[config.mk]
export PLATFORM = sky130hd
export DESIGN_NAME = glay_kernel_cu
export DESIGN_NICKNAME = d
export VERILOG_FILES = /design/src/glay_pkg.sv /design/src/glay_control.sv /design/src/glay_fifo.sv /design/src/glay_kernel_cu.sv /design/src/glay_req_arbiter.sv /design/src/glay_setup_reader.sv
export VERILOG_INCLUDE_DIRS = /design/src /design/src/src
export SDC_FILE = /design/constraint.sdc
export NUM_CORES = 1
export LEC_CHECK = 0
export BUFFER_PORTS_ARGS = -buffer_cell sky130_fd_sc_hd__clkbuf_2
export CORE_ASPECT_RATIO = 1.4
export CORE_MARGIN = 8
export CORE_UTILIZATION = 45
export CTS_BUF_LIST = sky130_fd_sc_hd__clkbuf_16
export CTS_CLUSTER_SIZE = 8
export DETAILED_ROUTE_END_ITERATION = 12
export HOLD_SLACK_MARGIN = 0.1
export MAX_ROUTING_LAYER = met4
export SLEW_MARGIN = 20
export SYNTH_ARGS = -nofsm -noshare
export SYNTH_HDL_FRONTEND = slang
export SYNTH_HIERARCHICAL = 1
export SYNTH_SLANG_ARGS = --single-unit
[constraint.sdc]
create_clock -name ap_clk -period 4.55 [get_ports ap_clk]
set_input_delay 0 -clock ap_clk [delete_from_list [all_inputs] [get_ports ap_clk]]
set_output_delay 0 -clock ap_clk [all_outputs]
set_load 0.02 [all_outputs]
[src/glay_settings.svh]
`ifndef GLAY_SETTINGS_SVH
`define GLAY_SETTINGS_SVH

// ------------------------------------------------------------
// Datapath widths
// ------------------------------------------------------------
// Byte address on the read address channel
`define GLAY_ADDR_W 32
// Read data beat
`define GLAY_DATA_W 64
// Requester tag carried with each request and response
`define GLAY_ID_W 1
// Descriptor word count
`define GLAY_COUNT_W 16

// Byte stride between consecutive setup words
`define GLAY_WORD_BYTES 8
// Entries in each request and response queue
`define GLAY_FIFO_DEPTH 4

// Requester IDs
`define GLAY_ID_SETUP 1'b0
`define GLAY_ID_ENGINE 1'b1

`endif

[src/glay_pkg.sv]
package glay_pkg;

  `include "glay_settings.svh"

  // ------------------------------------------------------------
  // Work descriptor
  // ------------------------------------------------------------
  // Base byte address plus number of words to fetch
  typedef struct packed {
    logic [`GLAY_ADDR_W-1:0]  base_addr;
    logic [`GLAY_COUNT_W-1:0] num_words;
  } glay_desc_t;

  // ------------------------------------------------------------
  // Read request and response payloads
  // ------------------------------------------------------------
  // One read request, tagged with its source
  typedef struct packed {
    logic [`GLAY_ADDR_W-1:0] addr;
    logic [`GLAY_ID_W-1:0]   id;
  } glay_req_t;

  // Returned beat, tag travels back with the data
  typedef struct packed {
    logic [`GLAY_DATA_W-1:0] data;
    logic [`GLAY_ID_W-1:0]   id;
  } glay_resp_t;

endpackage : glay_pkg

[src/glay_control.sv]
`timescale 1ns/1ns

`include "glay_settings.svh"

module glay_control (
  input  logic                     ap_clk,
  input  logic                     rst,
  input  logic                     ap_start,
  output logic                     ap_idle,
  output logic                     ap_ready,
  output logic                     ap_done,
  input  logic                     desc_valid,
  input  logic [`GLAY_ADDR_W-1:0]  desc_base_addr,
  input  logic [`GLAY_COUNT_W-1:0] desc_num_words,
  input  logic                     resp_fire,
  input  logic [`GLAY_ID_W-1:0]    resp_id,
  output logic                     setup_start,
  output glay_pkg::glay_desc_t     setup_desc
);

  typedef enum logic [1:0] {
    st_idle,
    st_run,
    st_finish
  } state_t;

  state_t                   state;
  logic                     start_reg;
  logic                     start_pulse;
  logic [`GLAY_COUNT_W-1:0] resp_count;
  logic [`GLAY_COUNT_W-1:0] last_index;
  logic                     setup_fire;

  // ------------------------------------------------------------
  // Host handshake outputs
  // ------------------------------------------------------------
  assign ap_idle     = (state == st_idle);
  assign ap_done     = (state == st_finish);
  // Same pulse acknowledges the host and kicks the setup reader
  assign ap_ready    = start_pulse;
  assign setup_start = start_pulse;

  // Only setup-tagged beats count toward completion
  assign setup_fire = resp_fire && (resp_id == `GLAY_ID_SETUP);
  assign last_index = setup_desc.num_words - `GLAY_COUNT_W'(1);

  // Descriptor follows the host while idle, last write wins
  always_ff @(posedge ap_clk) begin
    if (ap_idle && desc_valid) begin
      setup_desc.base_addr <= desc_base_addr;
      setup_desc.num_words <= desc_num_words;
    end
  end

  // ------------------------------------------------------------
  // Run FSM
  // ------------------------------------------------------------
  always_ff @(posedge ap_clk) begin
    if (rst) begin
      state       <= st_idle;
      start_reg   <= 1'b0;
      start_pulse <= 1'b0;
      resp_count  <= '0;
    end else begin
      start_reg   <= ap_start;
      start_pulse <= 1'b0;
      case (state)
        st_idle: begin
          // Start seen while busy never reaches here
          if (start_reg) begin
            state       <= st_run;
            start_pulse <= 1'b1;
            resp_count  <= '0;
          end
        end
        st_run: begin
          if (setup_fire) begin
            resp_count <= resp_count + `GLAY_COUNT_W'(1);
            // Final setup beat just left the response port
            if (resp_count == last_index) begin
              state <= st_finish;
            end
          end
        end
        // One cycle of ap_done, then back to idle
        default: state <= st_idle;
      endcase
    end
  end

endmodule : glay_control

[src/glay_fifo.sv]
`timescale 1ns/1ns

`include "glay_settings.svh"

module glay_fifo #(
  parameter type payload_t = logic
) (
  input  logic     ap_clk,
  input  logic     rst,
  input  logic     in_valid,
  output logic     in_ready,
  input  payload_t in_data,
  output logic     out_valid,
  input  logic     out_ready,
  output payload_t out_data
);

  localparam int depth = `GLAY_FIFO_DEPTH;
  localparam int ptr_w = (depth > 1) ? $clog2(depth) : 1;
  localparam int cnt_w = $clog2(depth + 1);

  payload_t         mem [depth];
  logic [ptr_w-1:0] wr_ptr;
  logic [ptr_w-1:0] rd_ptr;
  logic [cnt_w-1:0] count;
  logic             wr_fire;
  logic             rd_fire;

  // ------------------------------------------------------------
  // Status and read port
  // ------------------------------------------------------------
  assign in_ready  = (count != cnt_w'(depth));
  assign out_valid = (count != '0);
  // Head entry shown directly from storage
  assign out_data  = mem[rd_ptr];

  assign wr_fire = in_valid && in_ready;
  assign rd_fire = out_valid && out_ready;

  // Storage
  always_ff @(posedge ap_clk) begin
    if (wr_fire) begin
      mem[wr_ptr] <= in_data;
    end
  end

  // ------------------------------------------------------------
  // Pointers and occupancy
  // ------------------------------------------------------------
  always_ff @(posedge ap_clk) begin
    if (rst) begin
      wr_ptr <= '0;
      rd_ptr <= '0;
      count  <= '0;
    end else begin
      // Explicit wrap, depth need not be a power of two
      if (wr_fire) begin
        wr_ptr <= (wr_ptr == ptr_w'(depth - 1)) ? '0 : wr_ptr + ptr_w'(1);
      end
      if (rd_fire) begin
        rd_ptr <= (rd_ptr == ptr_w'(depth - 1)) ? '0 : rd_ptr + ptr_w'(1);
      end
      // Simultaneous push and pop leave the count alone
      case ({wr_fire, rd_fire})
        2'b10:   count <= count + cnt_w'(1);
        2'b01:   count <= count - cnt_w'(1);
        default: count <= count;
      endcase
    end
  end

endmodule : glay_fifo

[src/glay_kernel_cu.sv]
`timescale 1ns/1ns

`include "glay_settings.svh"

module glay_kernel_cu (
  input  logic                     ap_clk,
  input  logic                     m_axi_areset,
  // Host control
  input  logic                     ap_start,
  output logic                     ap_idle,
  output logic                     ap_ready,
  output logic                     ap_done,
  // Work descriptor
  input  logic                     desc_valid,
  input  logic [`GLAY_ADDR_W-1:0]  desc_base_addr,
  input  logic [`GLAY_COUNT_W-1:0] desc_num_words,
  // Engine requests
  input  logic                     eng_req_valid,
  input  logic [`GLAY_ADDR_W-1:0]  eng_req_addr,
  output logic                     eng_req_ready,
  // Read address channel
  output logic                     ar_valid,
  output logic [`GLAY_ADDR_W-1:0]  ar_addr,
  output logic [`GLAY_ID_W-1:0]    ar_id,
  input  logic                     ar_ready,
  // Read data channel
  input  logic                     r_valid,
  input  logic [`GLAY_DATA_W-1:0]  r_data,
  input  logic [`GLAY_ID_W-1:0]    r_id,
  output logic                     r_ready,
  // Responses
  output logic                     resp_valid,
  output logic [`GLAY_DATA_W-1:0]  resp_data,
  output logic [`GLAY_ID_W-1:0]    resp_id,
  input  logic                     resp_ready
);

  import glay_pkg::*;

  logic                    rst;
  logic                    setup_start;
  glay_desc_t              setup_desc;
  logic                    setup_req_valid;
  logic                    setup_req_ready;
  logic [`GLAY_ADDR_W-1:0] setup_req_addr;
  logic                    arb_valid;
  logic                    arb_ready;
  glay_req_t               arb_req;
  glay_req_t               ar_req;
  glay_resp_t              r_resp;
  glay_resp_t              resp_out;
  logic                    resp_fire;

  // Single registered copy of reset for every stage
  always_ff @(posedge ap_clk) begin
    rst <= m_axi_areset;
  end

  // ------------------------------------------------------------
  // Control and setup request generation
  // ------------------------------------------------------------
  // Completion tracking sees beats as they leave the response port
  assign resp_fire = resp_valid && resp_ready;

  glay_control u_control (
    .ap_clk         (ap_clk),
    .rst            (rst),
    .ap_start       (ap_start),
    .ap_idle        (ap_idle),
    .ap_ready       (ap_ready),
    .ap_done        (ap_done),
    .desc_valid     (desc_valid),
    .desc_base_addr (desc_base_addr),
    .desc_num_words (desc_num_words),
    .resp_fire      (resp_fire),
    .resp_id        (resp_id),
    .setup_start    (setup_start),
    .setup_desc     (setup_desc)
  );

  glay_setup_reader u_setup_reader (
    .ap_clk    (ap_clk),
    .rst       (rst),
    .start     (setup_start),
    .desc      (setup_desc),
    .req_valid (setup_req_valid),
    .req_ready (setup_req_ready),
    .req_addr  (setup_req_addr)
  );

  // ------------------------------------------------------------
  // Request path to the ar channel
  // ------------------------------------------------------------
  // Input 0 setup, input 1 engine
  glay_req_arbiter u_req_arbiter (
    .ap_clk      (ap_clk),
    .rst         (rst),
    .setup_valid (setup_req_valid),
    .setup_ready (setup_req_ready),
    .setup_addr  (setup_req_addr),
    .eng_valid   (eng_req_valid),
    .eng_ready   (eng_req_ready),
    .eng_addr    (eng_req_addr),
    .out_valid   (arb_valid),
    .out_ready   (arb_ready),
    .out_req     (arb_req)
  );

  glay_fifo #(
    .payload_t (glay_req_t)
  ) u_req_fifo (
    .ap_clk    (ap_clk),
    .rst       (rst),
    .in_valid  (arb_valid),
    .in_ready  (arb_ready),
    .in_data   (arb_req),
    .out_valid (ar_valid),
    .out_ready (ar_ready),
    .out_data  (ar_req)
  );

  assign ar_addr = ar_req.addr;
  assign ar_id   = ar_req.id;

  // ------------------------------------------------------------
  // Response path from the r channel
  // ------------------------------------------------------------
  assign r_resp.data = r_data;
  assign r_resp.id   = r_id;

  glay_fifo #(
    .payload_t (glay_resp_t)
  ) u_resp_fifo (
    .ap_clk    (ap_clk),
    .rst       (rst),
    .in_valid  (r_valid),
    .in_ready  (r_ready),
    .in_data   (r_resp),
    .out_valid (resp_valid),
    .out_ready (resp_ready),
    .out_data  (resp_out)
  );

  assign resp_data = resp_out.data;
  assign resp_id   = resp_out.id;

endmodule : glay_kernel_cu

[src/glay_req_arbiter.sv]
`timescale 1ns/1ns

`include "glay_settings.svh"

module glay_req_arbiter (
  input  logic                    ap_clk,
  input  logic                    rst,
  input  logic                    setup_valid,
  output logic                    setup_ready,
  input  logic [`GLAY_ADDR_W-1:0] setup_addr,
  input  logic                    eng_valid,
  output logic                    eng_ready,
  input  logic [`GLAY_ADDR_W-1:0] eng_addr,
  output logic                    out_valid,
  input  logic                    out_ready,
  output glay_pkg::glay_req_t     out_req
);

  // Setup won the last transfer
  logic last_setup;
  logic grant_setup;
  logic out_fire;

  // ------------------------------------------------------------
  // Grant
  // ------------------------------------------------------------
  // Setup wins alone, or on a tie when engine went last
  // Engine holds the grant by default so its ready idles high
  assign grant_setup = setup_valid && (!eng_valid || !last_setup);

  assign setup_ready = out_ready && grant_setup;
  assign eng_ready   = out_ready && !grant_setup;

  assign out_valid = grant_setup ? setup_valid : eng_valid;
  assign out_fire  = out_valid && out_ready;

  // Merged request, tagged with its source
  always_comb begin
    if (grant_setup) begin
      out_req.addr = setup_addr;
      out_req.id   = `GLAY_ID_SETUP;
    end else begin
      out_req.addr = eng_addr;
      out_req.id   = `GLAY_ID_ENGINE;
    end
  end

  // ------------------------------------------------------------
  // Round-robin pointer
  // ------------------------------------------------------------
  // Moves away from the winner of each transfer
  // Under contention this alternates the two sources
  always_ff @(posedge ap_clk) begin
    if (rst) begin
      last_setup <= 1'b0;
    end else if (out_fire) begin
      last_setup <= grant_setup;
    end
  end

endmodule : glay_req_arbiter

[src/glay_setup_reader.sv]
`timescale 1ns/1ns

`include "glay_settings.svh"

module glay_setup_reader (
  input  logic                    ap_clk,
  input  logic                    rst,
  input  logic                    start,
  input  glay_pkg::glay_desc_t    desc,
  output logic                    req_valid,
  input  logic                    req_ready,
  output logic [`GLAY_ADDR_W-1:0] req_addr
);

  logic [`GLAY_COUNT_W-1:0] remaining;
  logic                     req_fire;

  // ------------------------------------------------------------
  // Request presentation
  // ------------------------------------------------------------
  // Valid straight from the counter, so it holds under back-pressure
  assign req_valid = (remaining != '0);
  assign req_fire  = req_valid && req_ready;

  // Words still to request for this descriptor
  always_ff @(posedge ap_clk) begin
    if (rst) begin
      remaining <= '0;
    end else if (start) begin
      remaining <= desc.num_words;
    end else if (req_fire) begin
      remaining <= remaining - `GLAY_COUNT_W'(1);
    end
  end

  // ------------------------------------------------------------
  // Address walk
  // ------------------------------------------------------------
  // Base on start, then one word stride per accepted request
  always_ff @(posedge ap_clk) begin
    if (start) begin
      req_addr <= desc.base_addr;
    end else if (req_fire) begin
      req_addr <= req_addr + `GLAY_ADDR_W'(`GLAY_WORD_BYTES);
    end
  end

endmodule : glay_setup_reader

* After elaboration in Yosys (flattened, before gate mapping)
Memories as Yosys holds them, arrays and structs flattened. A register that Yosys moved wholly into a read port is not among the register bits.
Cells that the tools add are included.
W data, S select, Z words.
** Word-level totals
- Register bits :: 132
- Word-level logic and storage cells :: 101
- Bits in writable memories :: 392
- Bits in read-only memories :: 0
- Output and inout port bits :: 105
- Memories kept :: 2
- Bits in latches :: 0
** Memory list
- u_resp_fifo.mem :: depth 4, bits a word 65, rd ports 1, clocked after memory_dff 1, write ports 1, RTL line glay_fifo.sv:22 : payload_t mem [depth];
- u_req_fifo.mem :: depth 4, bits a word 33, rd ports 1, clocked after memory_dff 1, write ports 1, RTL line glay_fifo.sv:22
** Operators by class
- Reduce and logical (&&, ||, !) cells :: 25
- Divide/modulo/power cells :: 0
- Add/sub/neg operators :: 12
- $mul :: 0
- Shift-type cells :: 0
- Order comparisons :: 0
- Muxes and demuxes :: 28
- Bitwise operators :: 2
- Eq/ne operators :: 16
** Operators by type and width (number)
- $mux W16 :: 4
- $mux W32 :: 2
- $mux W33 :: 1
- $add A32 B4 Y32 const B :: 1
- $pmux W16 S2 :: 1
- $sub A16 B1 Y16 const B :: 2
- $mux W2 :: 11
- $add A16 B1 Y16 const B :: 1
- $eq A16 B16 Y1 :: 1
- $reduce_bool A16 Y1 :: 1
- $eq A2 B2 Y1 const B :: 7
- $pmux W3 S2 :: 2
- $logic_and A1 B1 Y1 :: 10
- $add A2 B1 Y2 const B :: 4
- $reduce_bool A2 Y1 :: 4
- $add A3 B1 Y3 const B :: 2
- $eq A2 B1 Y1 const B :: 3
- $mux W1 :: 6
- $ne A3 B3 Y1 const B :: 2
- $reduce_and A3 Y1 :: 2
- $reduce_bool A3 Y1 :: 2
- $sub A3 B1 Y3 const B :: 2
- $ne A2 B1 Y1 const B :: 2
- $pmux W2 S2 :: 1
- 6 further kinds :: 9

* Logic depth before layout (Yosys ltp)
- Depth in word-level cells :: 7
- Gate-level depth with buffers :: 13
- Depth with buffers taken out :: 12

* By module
The synthesis kept the hierarchy.
** Modules (own cells, without submodules)
- glay_fifo at u_resp_fifo :: instances 1, sequential area each 7987.7 µm², area an instance 9869.5 µm², cells an instance 391
- glay_fifo at u_req_fifo :: instances 1, sequential area each 4144.0 µm², area an instance 5251.3 µm², cells an instance 225
- glay_control :: instances 1, sequential area each 1841.8 µm², area an instance 2867.8 µm², cells an instance 225
- glay_setup_reader :: instances 1, sequential area each 1281.2 µm², area an instance 2745.1 µm², cells an instance 295
- glay_req_arbiter :: instances 1, sequential area each 20.0 µm², area an instance 480.5 µm², cells an instance 43
- glay_kernel_cu :: instances 1, sequential area each 20.0 µm², area an instance 26.3 µm², cells an instance 2

* Worst setup path after synthesis
Ideal clock, no wire load.
- Path kind :: reg2reg
- From :: register u_setup_reader.remaining[2]
- To :: register u_req_fifo.count[2]
- Arrival time :: 3.145 ns
- Path slack :: 1.335 ns
- Path buffers :: 0
- Stages on the path, launching flop included :: 12
- Cell sequence :: dfxtp_1 > or4_4 > nor3_2 > nand2_1 > or2_2 > nand2_2 > ha_1 > inv_1 > fa_1 > xor2_1 > or3_2 > a21oi_1
** Between the ends
- Longest elaborated chain between the ends :: 6
** Ends and longest elaborated chain
- start: declaration :: RTL line glay_setup_reader.sv:15 : logic [`GLAY_COUNT_W-1:0] remaining;
- start signal: assignment :: RTL line glay_setup_reader.sv:30 : remaining <= desc.num_words;
- start signal: assignment :: RTL line glay_setup_reader.sv:32 : remaining <= remaining - `GLAY_COUNT_W'(1);
- $reduce_bool A16 Y1 (*) :: RTL line glay_setup_reader.sv:22 : assign req_valid = (remaining != '0);
- via setup_req_valid :: RTL line glay_kernel_cu.sv:43 : logic setup_req_valid;
- $logic_and A1 B1 Y1 :: RTL line glay_req_arbiter.sv:29 : assign grant_setup = setup_valid && (!eng_valid || !last_setup);
- $mux W1 (*) :: RTL line glay_req_arbiter.sv:34 : assign out_valid = grant_setup ? setup_valid : eng_valid;
- via arb_valid :: RTL line glay_kernel_cu.sv:46 : logic arb_valid;
- $logic_and A1 B1 Y1 (*) :: RTL line glay_fifo.sv:37 : assign wr_fire = in_valid && in_ready;
- $eq A2 B1 Y1 or $eq A2 B2 Y1 (tied branches) :: RTL line glay_fifo.sv:64 : case ({wr_fire, rd_fire})
- $pmux W3 S2 or $reduce_bool A2 Y1 (tied branches)
- end signal: assignment :: RTL line glay_fifo.sv:65 : 2'b10: count <= count + cnt_w'(1);
- end signal: assignment :: RTL line glay_fifo.sv:66 : 2'b01: count <= count - cnt_w'(1);
- end signal: assignment :: RTL line glay_fifo.sv:67 : default: count <= count;
- end: declaration :: RTL line glay_fifo.sv:25 : logic [cnt_w-1:0] count;
Mark *: on every way through the listed nets, which the timed path passes. The rest lies on a longest branch.
A chain may end at the register's enable or synchronous reset.

* Worst setup path in the final report
Ends and elaborated chain as after synthesis.

==> summary.txt <==
Floorplan
  • Die Span X: 200 um
  • Core area: 46,800 um2
  • IO Count: 258
  • Initial core utilization: 0.454
  • Rows: 94
  • Die ar.: 54,500 um2
  • DIE HEIGHT: 273 um

STA
  • Fin Clk Skew: 31.6 ps
  • Maximum clock frequency: 278 MHz
  • Final period util: 0.790
  • Final Hold Fails: 0
  • Final Setup Violations: 0
  • Unrepaired setup endpoints after global routing: false
  • Final setup TNS: 0 ps
  • Slew @ Worst Pin: 1030 ps
  • Tmin final: 3590 ps
  • Slew Viols, Final: 0
  • Relative slew slack: 0.315

Clock tree
  • Root Driver: clkbuf_16
  • Clock sink count: 528
  • Clk slew on worst S/H paths: 50 ps
  • Postcts setup bufs: 0
  • H-Tree Depth: 3
  • Number of CTS-inserted buffers: 75
  • Post-CTS Resized: 0
  • CTS tree: built
  • Max Buffers Root-to-Sink: 3
  • Post-CTS Hold Buffers: 159
  • Worst skew pair latency: 600 ps

Layout
  • Area Growth Syn to Fin: 26.3%
  • Fillers: 3,694
  • Storage element area: 15,300 um2
  • Regs by FF count: u_resp_fifo/mem (260), u_req_fifo/mem (132), u_control/setup_desc (48)
  • Multi-input logic area: 5540 um2
  • Share of cells above drive strength 1: 0.312
  • Largest register FFs: 260
  • Largest reg by FF count: u_resp_fifo/mem
  • Nets: 1,810

Drt
  • DRT iter0 DRCs: 640
  • Routed WL per cell: 20.5 um
  • Post-DRT Antenna Nets: 0
  • DR vias/cell: 5.24
  • # DRC: 0
  • Final wirelength: 47,000 um
  • Router iterations before antenna repair: 5
  • Via count: 12.0k

Logic synthesis
  • Register bit total from synthesis: 528
  • Post-Syn Nets: 1,352
  • Top_reg_cell synth: edfxtp_1
  • Ys Warns: 6
  • Top cell type's share of synthesized area: 0.667
  • Register area share after synthesis: 0.720
  • List of most frequent post-synthesis cells: edfxtp_1, mux4_2, nor2_1
  • Cell area after synthesis: 21,200 um2
  • Yosys top cell by area: edfxtp_1
  • Count leader, synth: edfxtp_1
  • EDFF count, synth: 472
  • Distinct cells, synth: 71
  • Top post-synthesis cells by area: edfxtp_1, mux4_2, dfxtp_1
  • Synth Instances: 1,181
  • Asr flop ratio synth: 0
  • Syn Area/Cell: 18.0 um2

Power and ir drop
  • Clock share of power: 0.297
  • Overall power: 16.5 mW
  • Switching Share: 0.306
  • Maximum vdd ir drop: 0.374 mV
  • Power per standard cell area: 616 nW/um2
  • Internal power: 11.5 mW
  • Sw power: 5.05 mW
  • Sequential group share of total power: 0.439
  • Combinational share of power: 0.263
  • LEAKAGE: 9.44 nW

Critical path
  • R2R depth: 11
  • Worst Setup End Kind: flop
  • Critical path cell sequence: or4_4, nor3_2, nand2_1, or2_2, nand2_2, ha_1, inv_1, fa_1, xor2_1, or3_2, a21oi_1
  • Max incr delay on CP: 590 ps
  • Worst endpoint required time: 5060 ps
  • Crit Path Max Fanout: 10
  • Flop2flop setup slack: 960 ps
  • Crit path arrival time: 4110 ps
  • Crit path launch type: flop
  • CP Class: flop to flop
  • Slowest stage cell on the critical path: or4_4

Placement
  • PortBufs: 257
  • Final HPWL from detailed placement: 30,200 um
  • Placer Congestion: 0.829

Global routing
  • First-pass GRT wire length: 72,900 um
  • Vias in the first global route: 13.1k
  • Initial antenna violation count: 7
  • GRT Residual Overflow: 0
  • Largest net degree at the start of global routing: 71
  • GRT Overall Usage: 0.180

Worst hold path
  • HP Class: input pin to flop
  • Hold-critical path depth: 2

Job
  • Max Cap Violations: 0

Outcome
  • Status: complete, no violations
layout by cell type (no fill, tap or decap), types with 4 or more instances in the layout:
cell | netlist | routed
nand2b_1 | 9 | 9
dfxtp_1 | 56 | 52
a211oi_1 | 15 | 15
nand4_1 | 14 | 14
mux2_2 | 32 | 32
and3_1 | 10 | 10
dlygate4sd3_1 | 0 | 159
mux2i_1 | 8 | 8
a21oi_1 | 20 | 20
nand3_1 | 21 | 21
xnor2_1 | 42 | 42
ha_1 | 16 | 16
mux4_2 | 98 | 98
nor4_1 | 5 | 5
or3_1 | 6 | 6
buf_4 | 4 | 14
diode_2 | 0 | 7
and2_1 | 7 | 6
nor2_1 | 58 | 58
or2_2 | 4 | 4
clkbuf_2 | 0 | 257
nand2_1 | 48 | 48
nor2b_1 | 4 | 4
a31oi_1 | 4 | 4
a311oi_1 | 4 | 4
and3_4 | 0 | 4
o21ai_0 | 33 | 33
xor2_1 | 30 | 30
inv_1 | 29 | 47
clkbuf_16 | 0 | 75
nor3_1 | 15 | 15
o21a_1 | 5 | 5
or3_2 | 5 | 5
edfxtp_1 | 472 | 472
critical path: cells and delay by family (launching register included):
kind / cells / cell delay, ps
AO/OA/AOI/OAI: 1 / 150
XOR/XNOR: 1 / 150
adder cells (fa/ha/maj): 2 / 560
buffers and inverters: 1 / 60
flip-flops: 1 / 360
AND/OR/NAND/NOR: 6 / 2220
per-stage QoR:
| step | cells | instance area (um2) | setup slack [ps] | hold WS [ps] | util |
|---|---|---|---|---|---|
| after floorplan | 1181 | 21200 | 1330 | 27.7 | - |
| after global placement | 2027 | 23100 | 1100 | 107 | 0.494 |
| after detailed placement | 2027 | 23100 | 1020 | 110 | 0.494 |
| after CTS | 2286 | 26800 | 1000 | 101 | 0.573 |
| after global routing | 2293 | 26800 | 742 | 118 | 0.573 |
| final | 2293 | 26800 | 955 | 137 | 0.573 |
cell families (layout without fill, tap and decap cells):
group | count (synthesis) | count (layout) | synth area share
compound gates | 103 | 103 | 0.0322
xor+xnor | 72 | 72 | 0.0297
fa+ha+maj | 18 | 18 | 0.0113
buf+inv | 79 | 560 | 0.0199
flops | 528 | 528 | 0.720
mux | 140 | 140 | 0.126
other cells | 0 | 7 | 0
simple gates | 241 | 241 | 0.0611
final cells by class:
cell class,instances,area share
sequential,528,0.570
multi-input combinational,574,0.206
timing repair buffer,430,0.111
clock buffer,75,0.0699
tap,624,0.0291
clock inverter,25,0.00816
inverter,30,0.00420
antenna,7,0.000653
routing by layer:
metal  share of wire  vias up  GRT usage
met2            0.52      339      0.309
li1                -     5589          -
met3           0.075       81     0.0502
met5               0        -          -
met1            0.37     6010      0.195
met4           0.028        0     0.0712
power groups by stage:
| stage | Sequential (mW) | Combinational [mW] | Clock (mW) |
|---|---|---|---|
| after floorplan | 7.11 | 3.17 | 0 |
| after global placement | 7.31 | 4.29 | 0 |
| after detailed placement | 7.36 | 4.31 | 0 |
| after CTS | 7.27 | 4.45 | 5.05 |
| after global routing | 7.39 | 4.73 | 5.25 |
| final | 7.26 | 4.35 | 4.91 |
path summary, 6_finish.rpt:
path | from | to
hold reg to reg | u_control/start_reg$_SDFF_PP0_ | u_control/ap_ready$_SDFF_PP0_
hold / removal | desc_num_words[14] | u_control/setup_desc[14]$_DFFE_PP_
setup reg to reg | u_setup_reader/remaining[2]$_SDFFE_PP0P_ | u_req_fifo/count[2]$_SDFFE_PP0P_
setup / recovery | u_setup_reader/remaining[2]$_SDFFE_PP0P_ | u_req_fifo/count[2]$_SDFFE_PP0P_
No activity file was read; power rests on OpenSTA's default activity.
